===== config.mk =====
export PLATFORM = sky130hd
export DESIGN_NAME = decode_top
export DESIGN_NICKNAME = d
export VERILOG_FILES = /design/src/common/rv_decode_pkg.sv /design/src/decoder/decoder.sv /design/src/decoder/sign_extend_imm.sv /design/src/logic/decode_top.sv /design/src/logic/dispatch_reg.sv /design/src/logic/instr_capture.sv
export SDC_FILE = /design/constraint.sdc
export NUM_CORES = 1
export LEC_CHECK = 0
export BUFFER_PORTS_ARGS = -buffer_cell sky130_fd_sc_hd__clkbuf_2
export CAP_MARGIN = 30
export CELL_PAD_IN_SITES_DETAIL_PLACEMENT = 0
export CELL_PAD_IN_SITES_GLOBAL_PLACEMENT = 1
export CORE_ASPECT_RATIO = 1.2
export CORE_MARGIN = 2
export CORE_UTILIZATION = 44
export CTS_CLUSTER_SIZE = 20
export DETAILED_ROUTE_END_ITERATION = 6
export HOLD_SLACK_MARGIN = 0.08
export PLACE_DENSITY = 0.85
export SYNTH_ARGS = -nofsm -noshare
export SYNTH_HDL_FRONTEND = slang
export SYNTH_SLANG_ARGS = --single-unit

===== constraint.sdc =====
create_clock -name clk -period 5.1 [get_ports clk]
set_input_delay 0.51 -clock clk [delete_from_list [all_inputs] [get_ports clk]]
set_output_delay 0.51 -clock clk [all_outputs]
set_load 0.01 [all_outputs]

===== src/common/rv_decode_pkg.sv =====
package rv_decode_pkg;

  localparam int xlen       = 32;  // Data and address width
  localparam int reg_addr_w = 5;   // Register index width

  // Major opcode, instruction bits 6:2
  typedef enum logic [4:0] {
    LOAD    = 5'b00000,
    MISCMEM = 5'b00011,
    AUIPC   = 5'b00101,
    OPIMM32 = 5'b00100,
    STORE   = 5'b01000,
    LUI     = 5'b01101,
    OP32    = 5'b01100,
    BRANCH  = 5'b11000,
    JALR    = 5'b11001,
    JAL     = 5'b11011,
    SYSTEM  = 5'b11100
  } opc_t;

  typedef enum logic [2:0] {
    IMM_I,
    IMM_S,
    IMM_B,
    IMM_U,
    IMM_J,
    IMM_CL,   // C.LW word offset
    IMM_CI,   // C.ADDI signed 6-bit
    IMM_NONE
  } imm_fmt_t;

  // One-hot execution pipe
  typedef struct packed {
    logic alu;
    logic mul;
    logic lsu;
    logic br;
    logic illegal;
  } pipeline_t;

  typedef struct packed {
    logic [xlen-1:0] instr;
    logic [xlen-1:0] pc;
  } fetch_t;

  typedef struct packed {
    logic                  is_compressed;
    logic [reg_addr_w-1:0] rs1_addr;
    logic [reg_addr_w-1:0] rs2_addr;
    logic [reg_addr_w-1:0] rd_addr;
    logic [xlen-1:0]       imm;
    logic [xlen-1:0]       pc_target;
    logic [xlen-1:0]       rd_data;   // Link or upper-immediate result
    logic                  rd_en;
    logic                  mem_rd_en;
    logic                  mem_wr_en;
    logic                  use_imm;
    logic                  load_upper;
    logic [2:0]            funct3;
    logic [6:0]            funct7;
    pipeline_t             pt;
  } dec_t;

endpackage


===== src/decoder/decoder.sv =====
`timescale 1ns/1ps

module decoder (
  input  rv_decode_pkg::fetch_t fetch,
  input  logic                  fetch_valid,
  output rv_decode_pkg::dec_t   dec,
  output logic                  dec_valid
);

  rv_decode_pkg::opc_t               opc;
  rv_decode_pkg::imm_fmt_t           imm_type;
  logic [rv_decode_pkg::xlen-1:0]    imm;
  logic [rv_decode_pkg::xlen-1:0]    target_sum;
  logic [rv_decode_pkg::xlen-1:0]    link_sum;
  logic                              is_compressed;
  logic                              sel_lui;
  logic                              sel_auipc;
  logic                              sel_link;
  logic                              sel_target;

  assign opc           = rv_decode_pkg::opc_t'(fetch.instr[6:2]);
  assign is_compressed = fetch.instr[1:0] != 2'b11;

  // Result selects only apply to full-length words
  assign sel_lui    = !is_compressed && opc == rv_decode_pkg::LUI;
  assign sel_auipc  = !is_compressed && opc == rv_decode_pkg::AUIPC;
  assign sel_link   = !is_compressed &&
                      (opc == rv_decode_pkg::JAL || opc == rv_decode_pkg::JALR);
  assign sel_target = !is_compressed &&
                      (opc == rv_decode_pkg::JAL || opc == rv_decode_pkg::BRANCH);

  assign target_sum = fetch.pc + imm;
  assign link_sum   = fetch.pc + 32'd4;  // No compressed jumps in the subset

  always_comb begin
    dec               = '0;
    imm_type          = rv_decode_pkg::IMM_NONE;
    dec.is_compressed = is_compressed;

    if (is_compressed) begin
      // C.LW and C.ADDI funct3 already match LW and ADD
      dec.funct3 = fetch.instr[15:13];
      case ({fetch.instr[1:0], fetch.instr[15:13]})
        5'b00_010: begin  // C.LW, 3-bit regs map to x8..x15
          dec.rd_addr   = {2'b01, fetch.instr[4:2]};
          dec.rs1_addr  = {2'b01, fetch.instr[9:7]};
          imm_type      = rv_decode_pkg::IMM_CL;
          dec.rd_en     = 1'b1;
          dec.mem_rd_en = 1'b1;
          dec.use_imm   = 1'b1;
          dec.pt.lsu    = 1'b1;
        end
        5'b01_000: begin  // C.ADDI
          dec.rd_addr  = fetch.instr[11:7];
          dec.rs1_addr = fetch.instr[11:7];
          imm_type     = rv_decode_pkg::IMM_CI;
          dec.rd_en    = 1'b1;
          dec.use_imm  = 1'b1;
          dec.pt.alu   = 1'b1;
        end
        default: dec.pt.illegal = 1'b1;
      endcase
    end else begin
      dec.rd_addr  = fetch.instr[11:7];
      dec.rs1_addr = fetch.instr[19:15];
      dec.rs2_addr = fetch.instr[24:20];
      dec.funct3   = fetch.instr[14:12];
      dec.funct7   = fetch.instr[31:25];
      case (opc)
        rv_decode_pkg::LOAD: begin
          imm_type      = rv_decode_pkg::IMM_I;
          dec.rd_en     = 1'b1;
          dec.mem_rd_en = 1'b1;
          dec.use_imm   = 1'b1;
          dec.pt.lsu    = 1'b1;
        end
        rv_decode_pkg::STORE: begin
          imm_type      = rv_decode_pkg::IMM_S;
          dec.mem_wr_en = 1'b1;
          dec.use_imm   = 1'b1;
          dec.pt.lsu    = 1'b1;
        end
        rv_decode_pkg::OPIMM32: begin
          imm_type    = rv_decode_pkg::IMM_I;
          dec.rd_en   = 1'b1;
          dec.use_imm = 1'b1;
          dec.pt.alu  = 1'b1;
        end
        rv_decode_pkg::OP32: begin
          dec.rd_en = 1'b1;
          if (fetch.instr[31:25] == 7'b0000001) dec.pt.mul = 1'b1;  // M extension
          else dec.pt.alu = 1'b1;
        end
        rv_decode_pkg::LUI, rv_decode_pkg::AUIPC: begin
          imm_type       = rv_decode_pkg::IMM_U;
          dec.rd_en      = 1'b1;
          dec.use_imm    = 1'b1;
          dec.load_upper = opc == rv_decode_pkg::LUI;
          dec.pt.alu     = 1'b1;
        end
        rv_decode_pkg::BRANCH: begin
          imm_type  = rv_decode_pkg::IMM_B;
          dec.pt.br = 1'b1;
        end
        rv_decode_pkg::JAL: begin
          imm_type    = rv_decode_pkg::IMM_J;
          dec.rd_en   = 1'b1;
          dec.use_imm = 1'b1;
          dec.pt.br   = 1'b1;
        end
        rv_decode_pkg::JALR: begin  // Target needs rs1, resolved later
          imm_type    = rv_decode_pkg::IMM_I;
          dec.rd_en   = 1'b1;
          dec.use_imm = 1'b1;
          dec.pt.br   = 1'b1;
        end
        rv_decode_pkg::MISCMEM: dec.pt.alu = 1'b1;  // Fence acts as a no-op
        rv_decode_pkg::SYSTEM: begin
          imm_type   = rv_decode_pkg::IMM_I;
          dec.pt.alu = 1'b1;
        end
        default: dec.pt.illegal = 1'b1;
      endcase
    end

    dec.imm = imm;
    if (sel_target) dec.pc_target = target_sum;
    if (sel_lui) dec.rd_data = imm;
    else if (sel_auipc) dec.rd_data = target_sum;
    else if (sel_link) dec.rd_data = link_sum;
  end

  assign dec_valid = fetch_valid;

  sign_extend_imm sign_extend_imm_i (
    .instr    (fetch.instr),
    .imm_type (imm_type),
    .imm_out  (imm)
  );

endmodule


===== src/decoder/sign_extend_imm.sv =====
`timescale 1ns/1ps

module sign_extend_imm (
  input  logic [rv_decode_pkg::xlen-1:0] instr,
  input  rv_decode_pkg::imm_fmt_t        imm_type,
  output logic [rv_decode_pkg::xlen-1:0] imm_out
);

  always_comb begin
    case (imm_type)
      rv_decode_pkg::IMM_I: begin
        imm_out = {{20{instr[31]}}, instr[31:20]};
      end
      rv_decode_pkg::IMM_S: begin
        imm_out = {{20{instr[31]}}, instr[31:25], instr[11:7]};
      end
      rv_decode_pkg::IMM_B: begin  // Halfword aligned offset
        imm_out = {{19{instr[31]}}, instr[31], instr[7], instr[30:25],
                   instr[11:8], 1'b0};
      end
      rv_decode_pkg::IMM_U: begin
        imm_out = {instr[31:12], 12'b0};
      end
      rv_decode_pkg::IMM_J: begin
        imm_out = {{11{instr[31]}}, instr[31], instr[19:12], instr[20],
                   instr[30:21], 1'b0};
      end
      rv_decode_pkg::IMM_CL: begin  // uimm[6|5:3|2], scaled by 4
        imm_out = {25'b0, instr[5], instr[12:10], instr[6], 2'b00};
      end
      rv_decode_pkg::IMM_CI: begin  // Sign bit sits in instr[12]
        imm_out = {{26{instr[12]}}, instr[12], instr[6:2]};
      end
      default: begin
        imm_out = '0;
      end
    endcase
  end

endmodule


===== src/logic/decode_top.sv =====
`timescale 1ns/1ps

module decode_top (
  input  logic                           clk,
  input  logic                           arst_n,
  input  logic                           instr_valid,
  input  logic [rv_decode_pkg::xlen-1:0] instr,
  input  logic [rv_decode_pkg::xlen-1:0] pc,
  output rv_decode_pkg::dec_t            out_dec,
  output logic                           out_valid,
  output logic                           trap
);

  rv_decode_pkg::fetch_t fetch;
  rv_decode_pkg::dec_t   dec;
  logic                  fetch_valid;
  logic                  dec_valid;

  // Stage 1, latch the incoming word
  instr_capture instr_capture_i (
    .clk         (clk),
    .arst_n      (arst_n),
    .instr_valid (instr_valid),
    .instr       (instr),
    .pc          (pc),
    .fetch       (fetch),
    .fetch_valid (fetch_valid)
  );

  decoder decoder_i (
    .fetch       (fetch),
    .fetch_valid (fetch_valid),
    .dec         (dec),
    .dec_valid   (dec_valid)
  );

  // Stage 2, present the bundle
  dispatch_reg dispatch_reg_i (
    .clk       (clk),
    .arst_n    (arst_n),
    .dec       (dec),
    .dec_valid (dec_valid),
    .out_dec   (out_dec),
    .out_valid (out_valid),
    .trap      (trap)
  );

endmodule


===== src/logic/dispatch_reg.sv =====
`timescale 1ns/1ps

module dispatch_reg (
  input  logic                clk,
  input  logic                arst_n,
  input  rv_decode_pkg::dec_t dec,
  input  logic                dec_valid,
  output rv_decode_pkg::dec_t out_dec,
  output logic                out_valid,
  output logic                trap
);

  rv_decode_pkg::dec_t masked;

  // Illegal words must not write anything downstream
  always_comb begin
    masked = dec;
    if (dec.pt.illegal) begin
      masked.rd_en     = 1'b0;
      masked.mem_rd_en = 1'b0;
      masked.mem_wr_en = 1'b0;
    end
  end

  always_ff @(posedge clk) begin
    if (dec_valid) begin
      out_dec <= masked;
    end
  end

  always_ff @(posedge clk or negedge arst_n) begin
    if (!arst_n) begin
      out_valid <= 1'b0;
      trap      <= 1'b0;
    end else begin
      out_valid <= dec_valid;
      trap      <= dec_valid && dec.pt.illegal;  // Pulses together with out_valid
    end
  end

endmodule


===== src/logic/instr_capture.sv =====
`timescale 1ns/1ps

module instr_capture (
  input  logic                        clk,
  input  logic                        arst_n,
  input  logic                        instr_valid,
  input  logic [rv_decode_pkg::xlen-1:0] instr,
  input  logic [rv_decode_pkg::xlen-1:0] pc,
  output rv_decode_pkg::fetch_t       fetch,
  output logic                        fetch_valid
);

  // Word and pc are only loaded on the strobe
  always_ff @(posedge clk) begin
    if (instr_valid) begin
      fetch.instr <= instr;
      fetch.pc    <= pc;
    end
  end

  // Valid follows the strobe by one cycle, back-to-back allowed
  always_ff @(posedge clk or negedge arst_n) begin
    if (!arst_n) begin
      fetch_valid <= 1'b0;
    end else begin
      fetch_valid <= instr_valid;
    end
  end

endmodule


==> flow_summary.ini, run 1 <==
[run_status]
status = finished clean

[worst_setup_path]
worstReg2RegEnd = dispatch_reg_i.out_dec[39]$_DFFE_PP_
arrival_ns = 5.03
critPathSlowestCell = edfxtp_1
rrSetupSlack_ns = 0.29
crit_type = reg -> reg
r2r_cells = 18
worst-path-max-fanout = 14
path_cells = or3_1 > nor2_1 > a21oi_2 > xnor2_1 > nor2_1 > a222oi_1 > buf_4 > inv_1 > ha_1 > a21oi_1 > nor2_1 > o21ba_2 > nor2_1 > a21oi_1 > a21oi_1 > o21ai_0 > xnor2_1 > a211oi_1
critPathCaptureType = flip-flop
rr_startpoint = instr_capture_i.fetch[33]$_DFFE_PP_
cp-start-kind = flip-flop
cpPeakStageDelay_ns = 0.57
crit_top_cell = nor2_1
required_ns = 5.31

[floorplanning]
core-area_um2 = 22370
die_h_um = 168.9
die_area_um2 = 23890
rows = 60
die_w_um = 141.4
ioPinCount = 201
start_util = 0.4457

[min_path]
hp-start = pc[26]
min_path_cells = 1
hp-class = in -> reg
hold_end = instr_capture_i.fetch[26]$_DFFE_PP_

[clock_network]
clkTransAtPathRegs_ns = 0.07
cts-root-buf = clkbuf_16
post-cts-setup-buffer-count = 0
clock_sinks = 199
cts_tree = built
cts_buffers = 17
clk_latency_ns = 0.44
htreeDepth = 4
cts.path.max_buffers = 2

[logic_synthesis]
synth.top_cell.area_share = 0.5903
avgSynthCellArea_um2 = 11.77
synth_async_sr_flop_share = 0.01508
yosys.area.top_type = edfxtp_1
yosysWarnings = 0
synth_area_leaders = edfxtp_1 (59%), ha_1 (4.0%), nand2_1 (3.9%), a21oi_1 (3.0%), xnor2_1 (2.5%)
synthMostInstantiatedCell = edfxtp_1
synth_edf_count = 196
synth-seq-cells = 199
synth_cells = 847
syn_area_um2 = 9971
yosys-top-cells-count = edfxtp_1 (196), nand2_1 (104), nor2_1 (64)
synth_fp_nets = 947
synthFlopType = edfxtp_1
ys_types = 74
seq_area_frac_synth = 0.5978

[power_and_ir_drop]
ir_worst_vdd_v = 0.0002232
finalPower_mw = 4.098
leakage_nw = 5.075
power_density_nw_per_um2 = 339.7

[detailed_routing]
route.detailed.drc = 0
routed_wl_mm = 29.87
viasPerCell = 5.802
drt-initial-drc-count = 814
wl_per_cell_um = 22.06
dr.pass1.iters = 5
detail-route-antenna-nets = 0
vias = 7856

[timing]
max_freq_mhz = 207.7
drv_slew = 0
fin_setup_tns_ns = 0
period_share = 0.9440
tightest_slew_ns = 0.9066
slew_headroom = 0.3956
finClkSkew_ns = 0.01195
final_hold_viol_count = 0
rsz0062_at_grt = false
setup_viol = 0
min_period_ns = 4.814

[global_routing]
grt_max_degree = 66
grt_overflow = 0
antenna_found_initial = 0
grt_usage = 0.2507
grt_pass1_vias = 7689
grt_pass1_wl_mm = 44.51

[place]
dp.final_hpwl_mm = 21.85
dp.cells = 1321
place_area_um2 = 11410
port_buffers = 200
routabilityCongestion = 1.006

[cells_and_area]
finalNonFillerCells = 1354
nNetsFinal = 1162
syn_to_final_growth_pct = 21.01
antenna_cells = 0
final_area_um2 = 12070
fill_cells = 1922
drive_gt1_frac = 0.2688
post-route-util = 0.5393

[flow_run]
max-cap-violations = 0
[worst max-delay path by stage]
stage	start	endpoint	slack [ns]	depth (start not counted)
floorplan	instr_capture_i.fetch[34]$_DFFE_PP_	dispatch_reg_i.out_dec[80]$_SDFFCE_PN0P_	0.84	18
global route	instr_capture_i.fetch[33]$_DFFE_PP_	dispatch_reg_i.out_dec[49]$_DFFE_PP_	0.03	18
CTS	instr_capture_i.fetch[34]$_DFFE_PP_	dispatch_reg_i.out_dec[46]$_DFFE_PP_	0.18	16
finish	instr_capture_i.fetch[33]$_DFFE_PP_	dispatch_reg_i.out_dec[39]$_DFFE_PP_	0.29	18
detailed placement	instr_capture_i.fetch[34]$_DFFE_PP_	dispatch_reg_i.out_dec[46]$_DFFE_PP_	0.20	16
global placement	instr_capture_i.fetch[34]$_DFFE_PP_	dispatch_reg_i.out_dec[46]$_DFFE_PP_	0.29	16
[routing by layer]
| layer | routed length (um) | vias up | share of wire | track usage |
|---|---|---|---|---|
| met5 | 0 | - | 0 | 0 |
| met4 | 1007 | 0 | 0.034 | 0.09217 |
| met3 | 1955 | 62 | 0.065 | 0.04441 |
| met2 | 15070 | 402 | 0.50 | 0.4346 |
| met1 | 11840 | 3785 | 0.40 | 0.3146 |
| li1 | - | 3607 | - | - |
[report_power, final]
group	total [mW]	leakage (nW)	internal (mW)	switching, mW
logic	0.617	2.86	0.232	0.386
clock network	1.44	0.297	0.841	0.598
registers	2.04	1.92	1.94	0.102
[what timing repair did]
item / CTS / global route
hold endpoints to repair: 3 / 0
hold buffers: 1 / 0
setup endpoints to repair: 0 / 9
gates resized for setup: 0 / 4
[flip-flops by register name, indices dropped and copies added (netlist names)]
register                     cells
dispatch_reg_i.out_dec         132
instr_capture_i.fetch_valid      1
dispatch_reg_i.trap              1
dispatch_reg_i.out_valid         1
instr_capture_i.fetch           64
[cell usage in the layout, fill, tap and decap left out, drive strengths merged, types with 3 or more instances in the layout]
cell	count
nor2	65
dfrtp	3
and2	6
a21oi	64
a22oi	9
a211oi	5
o22ai	7
or2	4
inv	24
a2bb2oi	5
bufinv	4
ha	32
nor3	14
a21boi	4
xnor2	30
o21ai	51
nand2b	6
o211a	18
clkbuf	221
nand2	104
nand4	13
and4	3
edfxtp	196
or3	4
a21o	8
xor2	27
o21bai	6
nand3	25
a31oi	5
and3	20
o21a	12
buf	32
a22o	5
nor2b	8
[logic make-up (layout without fill, tap and decap cells)]
kind of cell | count (synthesis) | after routing | synth area share
flops | 199 | 199 | 0.5978
mux | 2 | 2 | 0.002008
buf+inv | 57 | 285 | 0.02434
fa+ha+maj | 33 | 33 | 0.04216
xor+xnor | 57 | 57 | 0.05082
compound gates | 222 | 222 | 0.1532
simple gates | 277 | 277 | 0.1296
[stage by stage]
stage | hold WS [ns] | setup WS, ns
after detailed placement | 0.3126 | 0.1955
after global routing | 0.2209 | 0.02713
after floorplan | 0.2144 | 0.8401
after CTS | 0.2291 | 0.1767
after global placement | 0.3090 | 0.2930
final | 0.2391 | 0.2856
[worst max-delay path: cells and delay by family, from the launching register on]
| family | cells | cell delay (ns) |
|---|---|---|
| compound gates | 8 | 1.94 |
| xor+xnor | 2 | 0.37 |
| fa+ha+maj | 1 | 0.28 |
| flops | 1 | 0.57 |
| buf+inv | 2 | 0.27 |
| simple gates | 5 | 1.16 |
[area by class of cell]
type                       count  area [um^2]  share of cell area
clock inverter                10        168.9             0.01400
timing repair buffer         232         1244              0.1031
multi-input combinational    591         3806              0.3155
inverter                      21        78.83            0.006533
clock buffer                  22        454.2             0.03764
sequential                   199         5964              0.4943
tap                          279        349.1             0.02893
No activity file was read; power rests on OpenSTA's default activity.
==> inputs of run 2 (changes only) <==
PLACE_DENSITY = unset   (was 0.85)
PLACE_DENSITY_LB_ADDON = 0.1   (was unset)
==> flow_summary.ini, run 2 (synthesis results as in run 1) <==
[run_status]
status = finished clean

[min_path]
hp-class = in -> reg
hp-start = pc[14]
min_path_cells = 1

[power_and_ir_drop]
p_sw_frac = 0.2860
seqPwrFrac = 0.504
power_frac_comb = 0.160
internal_power_mw = 2.883
ir_worst_vdd_v = 0.0002201
power_frac_clock = 0.337
leakage_nw = 5.120
power_density_nw_per_um2 = 333.0
p_switching_mw = 1.155

[timing]
setup_ws_ns = 0.3578
drv_slew = 0
rsz0062_at_grt = false
max_freq_mhz = 210.9
hold_slack_ns = 0.2415
finClkSkew_ns = 0.01134
min_period_ns = 4.742
slew_headroom = 0.3413
period_share = 0.9298
setup_viol = 0
tightest_slew_ns = 0.9880
final_hold_viol_count = 0

[clock_network]
cts_buffers = 17
clock_sinks = 199
clkTransAtPathRegs_ns = 0.08
cts_tree = built
clk_latency_ns = 0.44
htreeDepth = 4
cts-root-buf = clkbuf_16
cts.path.max_buffers = 2

[global_routing]
grt_overflow = 0
antenna_found_initial = 0
grt_pass1_vias = 7606
grt_usage = 0.2652
grt_pass1_wl_mm = 46.67
grt_max_degree = 130

[floorplanning]
die_area_um2 = 23890
rows = 60
ioPinCount = 201
die_w_um = 141.4
start_util = 0.4457
die_h_um = 168.9
core-area_um2 = 22370

[place]
dp.cells = 1330
dp.final_hpwl_mm = 22.77
place_area_um2 = 11490
port_buffers = 200
pre_cts_slack_ns = -0.1257
routabilityCongestion = 0.9126

[worst_setup_path]
crit_start = instr_capture_i.fetch[33]$_DFFE_PP_
required_ns = 5.33
cp_top_family = compound AO/OA/AOI/OAI gates
worstReg2RegEnd = dispatch_reg_i.out_dec[48]$_DFFE_PP_
critPathSlowestCell = edfxtp_1
setup.worst_path.end = dispatch_reg_i.out_dec[48]$_DFFE_PP_
path_cells = or3_1 > nor2_1 > a21oi_4 > o32ai_2 > ha_1 > inv_1 > fa_1 > nor2b_1 > o2111ai_1 > a21oi_1 > o21bai_2 > nor3_1 > o31a_1 > nor2_1 > a311oi_1
r2r_cells = 15
crit_top_cell = nor2_1
rr_startpoint = instr_capture_i.fetch[33]$_DFFE_PP_
arrival_ns = 4.98
path_buf_inv = 1
cpPeakStageDelay_ns = 0.61
rrSetupSlack_ns = 0.36
cp_num_cells = 15
cp-start-kind = flip-flop
critPathCaptureType = flip-flop
crit_type = reg -> reg
worst-path-max-fanout = 14

[cells_and_area]
fill_cells = 1988
final_area_um2 = 12130
largest_reg_flops = 132
antenna_cells = 0
nNetsFinal = 1173
final_common_cell = clkbuf_2
drive_gt1_frac = 0.2790
finalNonFillerCells = 1365
top_regs = dispatch_reg_i.out_dec (132), instr_capture_i.fetch (64)
top_register = dispatch_reg_i.out_dec
final_cell_mix = clkbuf_2 (199), edfxtp_1 (196), nand2_1 (104)
syn_to_final_growth_pct = 21.63

[detailed_routing]
dr.pass1.iters = 5
route.detailed.drc = 0
detail-route-antenna-nets = 0
drt-initial-drc-count = 756
vias = 7777
viasPerCell = 5.697
wl_per_cell_um = 22.97
routed_wl_mm = 31.36

[flow_run]
max-cap-violations = 0
[run 2: per-stage QoR]
step | setup TNS (ns) | util | total power, mW
finish | 0 | 0.5421 | 4.038
global route | 0 | 0.5421 | 4.197
floorplan | 0 | - | 2.408
detailed placement | -0.4738 | 0.5135 | 2.707
CTS | 0 | 0.5407 | 4.060
global placement | -0.4441 | 0.5135 | 2.708
[run 2: how the worst min path moves through the flow]
stage | to
floorplan | dispatch_reg_i.out_valid$_DFF_PN0_
global placement | dispatch_reg_i.trap$_DFF_PN0_
detailed placement | dispatch_reg_i.trap$_DFF_PN0_
CTS | instr_capture_i.fetch[14]$_DFFE_PP_
global route | instr_capture_i.fetch[28]$_DFFE_PP_
finish | instr_capture_i.fetch[14]$_DFFE_PP_
[run 2: layout make-up]
class	instances	area, um^2	area share
well taps	279	349.1	0.02878
inverters	21	78.83	0.006500
clock inverters	14	161.4	0.01331
repair buffers	243	1339	0.1104
multi-input cells	591	3806	0.3138
flip-flops and latches	199	5964	0.4918
clock buffers	18	429.2	0.03539
[run 2: per-layer routing]
metal	routed length [um]	vias to the layer above	GRT usage
met5	0	-	0
met4	937	0	0.09957
met3	2041	47	0.04441
met2	15270	319	0.4363
met1	13110	3784	0.3542
li1	-	3627	-
[run 2: power groups by stage]
stage	combinational, mW	clock (mW)	sequential, mW
2_1_floorplan	0.315	0	2.09
3_3_place_gp	0.635	0	2.07
3_5_place_dp	0.634	0	2.07
4_1_cts	0.639	1.38	2.04
5_1_grt	0.705	1.45	2.05
6_report	0.645	1.36	2.03
[run 2: worst reg2reg max path, stage by stage (launching register included)]
cell       delay [ns]
edfxtp_1         0.61
or3_1            0.49
nor2_1           0.36
a21oi_4          0.12
o32ai_2          0.46
ha_1             0.26
inv_1            0.06
fa_1             0.42
nor2b_1          0.19
o2111ai_1        0.15
a21oi_1          0.29
o21bai_2         0.20
nor3_1           0.36
o31a_1           0.19
nor2_1           0.06
a311oi_1         0.34
[run 2: what timing repair did]
| action | CTS | global route |
|---|---|---|
| setup endpoints to repair | 11 | 32 |
| pin swaps | 0 | 1 |
| endpoints found under the hold margin | 3 | 0 |
| hold buffers | 1 | 0 |
| buffers inserted | 0 | 2 |
| gates resized for setup | 1 | 3 |
==> inputs of run 3 (changes only) <==
GPL_TIMING_DRIVEN = 0   (was unset)
==> flow_summary.ini, run 3 (synthesis results as in run 1) <==
[worst_setup_path]
crit_start = instr_capture_i.fetch[34]$_DFFE_PP_
required_ns = 5.35
cp-start-kind = flip-flop
worst-path-max-fanout = 9
crit_type = reg -> reg
arrival_ns = 5.13
worstReg2RegEnd = dispatch_reg_i.out_dec[50]$_DFFE_PP_
rrSetupSlack_ns = 0.22
r2r_cells = 18
rr_startpoint = instr_capture_i.fetch[34]$_DFFE_PP_
critPathCaptureType = flip-flop

[clock_network]
cts-root-buf = clkbuf_16
cts_tree = built
htreeDepth = 4
cts_buffers = 17
clk_latency_ns = 0.44
clkTransAtPathRegs_ns = 0.08
clock_sinks = 199
cts.path.max_buffers = 2

[floorplanning]
core-area_um2 = 22370
rows = 60
die_area_um2 = 23890
die_w_um = 141.4
die_h_um = 168.9
ioPinCount = 201
start_util = 0.4457

[power_and_ir_drop]
finalPower_mw = 4.015
leakage_nw = 5.036
power_density_nw_per_um2 = 332.2
ir_worst_vdd_v = 0.0002170

[flow_run]
max-cap-violations = 0

[cells_and_area]
largest_reg_flops = 132
top_register = dispatch_reg_i.out_dec
final_area_um2 = 12090
drive_gt1_frac = 0.2590
nNetsFinal = 1172
top_regs = dispatch_reg_i.out_dec (132), instr_capture_i.fetch (64)
antenna_cells = 0
final_common_cell = clkbuf_2
final_cell_mix = clkbuf_2 (199), edfxtp_1 (196), nand2_1 (104)
fill_cells = 2011
syn_to_final_growth_pct = 21.21

[min_path]
hp-start = pc[15]
min_path_cells = 1
hp-class = in -> reg
hold_end = instr_capture_i.fetch[15]$_DFFE_PP_

[timing]
final_hold_viol_count = 0
tightest_slew_ns = 0.8513
period_share = 0.9576
drv_slew = 0
min_period_ns = 4.884
slew_headroom = 0.4325
max_freq_mhz = 204.8
finClkSkew_ns = 0.01426
setup_viol = 0
setup_ws_ns = 0.2160

[detailed_routing]
dr.pass1.iters = 5
viasPerCell = 5.613
route.detailed.drc = 0
drt-initial-drc-count = 629
wl_per_cell_um = 21.82
detail-route-antenna-nets = 0
vias = 7656
routed_wl_mm = 29.76

[global_routing]
grt_pass1_vias = 7246
grt_max_degree = 76
antenna_found_initial = 0
grt_pass1_wl_mm = 43.63
grt_overflow = 0
grt_usage = 0.2482

[place]
pre_cts_slack_ns = -0.2006
dp.final_hpwl_mm = 22.18
place_area_um2 = 11380
port_buffers = 200
routabilityCongestion = 0.9016

[run_status]
status = finished clean
-- run 3: changes by cell type in the layout (fill, tap and decap cells not counted), sizes merged --
cell and delta:
buf -28, clkbuf +27, clkinv -1, inv +1
-- run 3: critical path, stage by stage, from the launching register on --
cell	delay, ns
edfxtp_1	0.53
nand2_1	0.26
a21oi_1	0.11
o21a_2	0.26
a21oi_4	0.33
mux2i_1	0.14
o32ai_2	0.38
ha_1	0.25
inv_1	0.06
fa_1	0.40
nor2b_1	0.20
o2111ai_1	0.20
a21oi_2	0.29
o21bai_4	0.15
o21a_1	0.24
a31oi_1	0.20
xor2_1	0.30
mux2i_1	0.14
o22ai_1	0.23
-- run 3: worst max-delay path by stage --
stage | end | cells past startpoint
detailed placement | dispatch_reg_i.out_dec[40]$_DFFE_PP_ | 17
floorplan | dispatch_reg_i.out_dec[80]$_SDFFCE_PN0P_ | 18
finish | dispatch_reg_i.out_dec[50]$_DFFE_PP_ | 18
global placement | dispatch_reg_i.out_dec[40]$_DFFE_PP_ | 17
global route | dispatch_reg_i.out_dec[49]$_DFFE_PP_ | 21
CTS | dispatch_reg_i.out_dec[80]$_SDFFCE_PN0P_ | 18
-- run 3: report_power, final --
group	switching (mW)	total (mW)	internal, mW
combinational	0.388	0.618	0.229
sequential	0.0968	2.03	1.94
clock	0.663	1.36	0.701
total	1.15	4.02	2.87
-- run 3: area by class of cell --
cell class	instances	area [um^2]	share of cell area
buffer	35	160.2	0.01325
clock buffer	18	429.2	0.03551
clock inverter	14	158.9	0.01315
inverter	21	78.83	0.006522
multi-input combinational	591	3841	0.3178
sequential	199	5964	0.4935
tap	279	349.1	0.02889
timing repair buffer	207	1104	0.09131
-- run 3: layer usage --
layer / wire length, um / global-route usage
met5: 0 / 0
met4: 692 / 0.07348
met3: 1622 / 0.03876
met2: 14650 / 0.4192
met1: 12800 / 0.3322
-- run 3: repair_timing --
| action | in CTS | in global routing |
|---|---|---|
| gates resized for setup | 3 | 11 |
| endpoints found under the setup margin | 11 | 16 |
| endpoints found under the hold margin | 3 | 0 |
| hold buffers | 1 | 0 |
| pin swaps | 2 | 1 |
| buffers inserted | 2 | 1 |
| gates cloned | 0 | 0 |
-- run 3: per-stage QoR --
stage,hold WS (ns),cells,utilization,setup TNS [ns]
3_5_place_dp,0.3121,1329,0.5088,-0.9740
2_1_floorplan,0.2144,847,-,0
4_1_cts,0.2281,1364,0.5369,0
3_3_place_gp,0.3082,1326,0.5060,-1.240
6_report,0.2371,1364,0.5402,0
5_1_grt,0.2323,1364,0.5402,-0.0009850
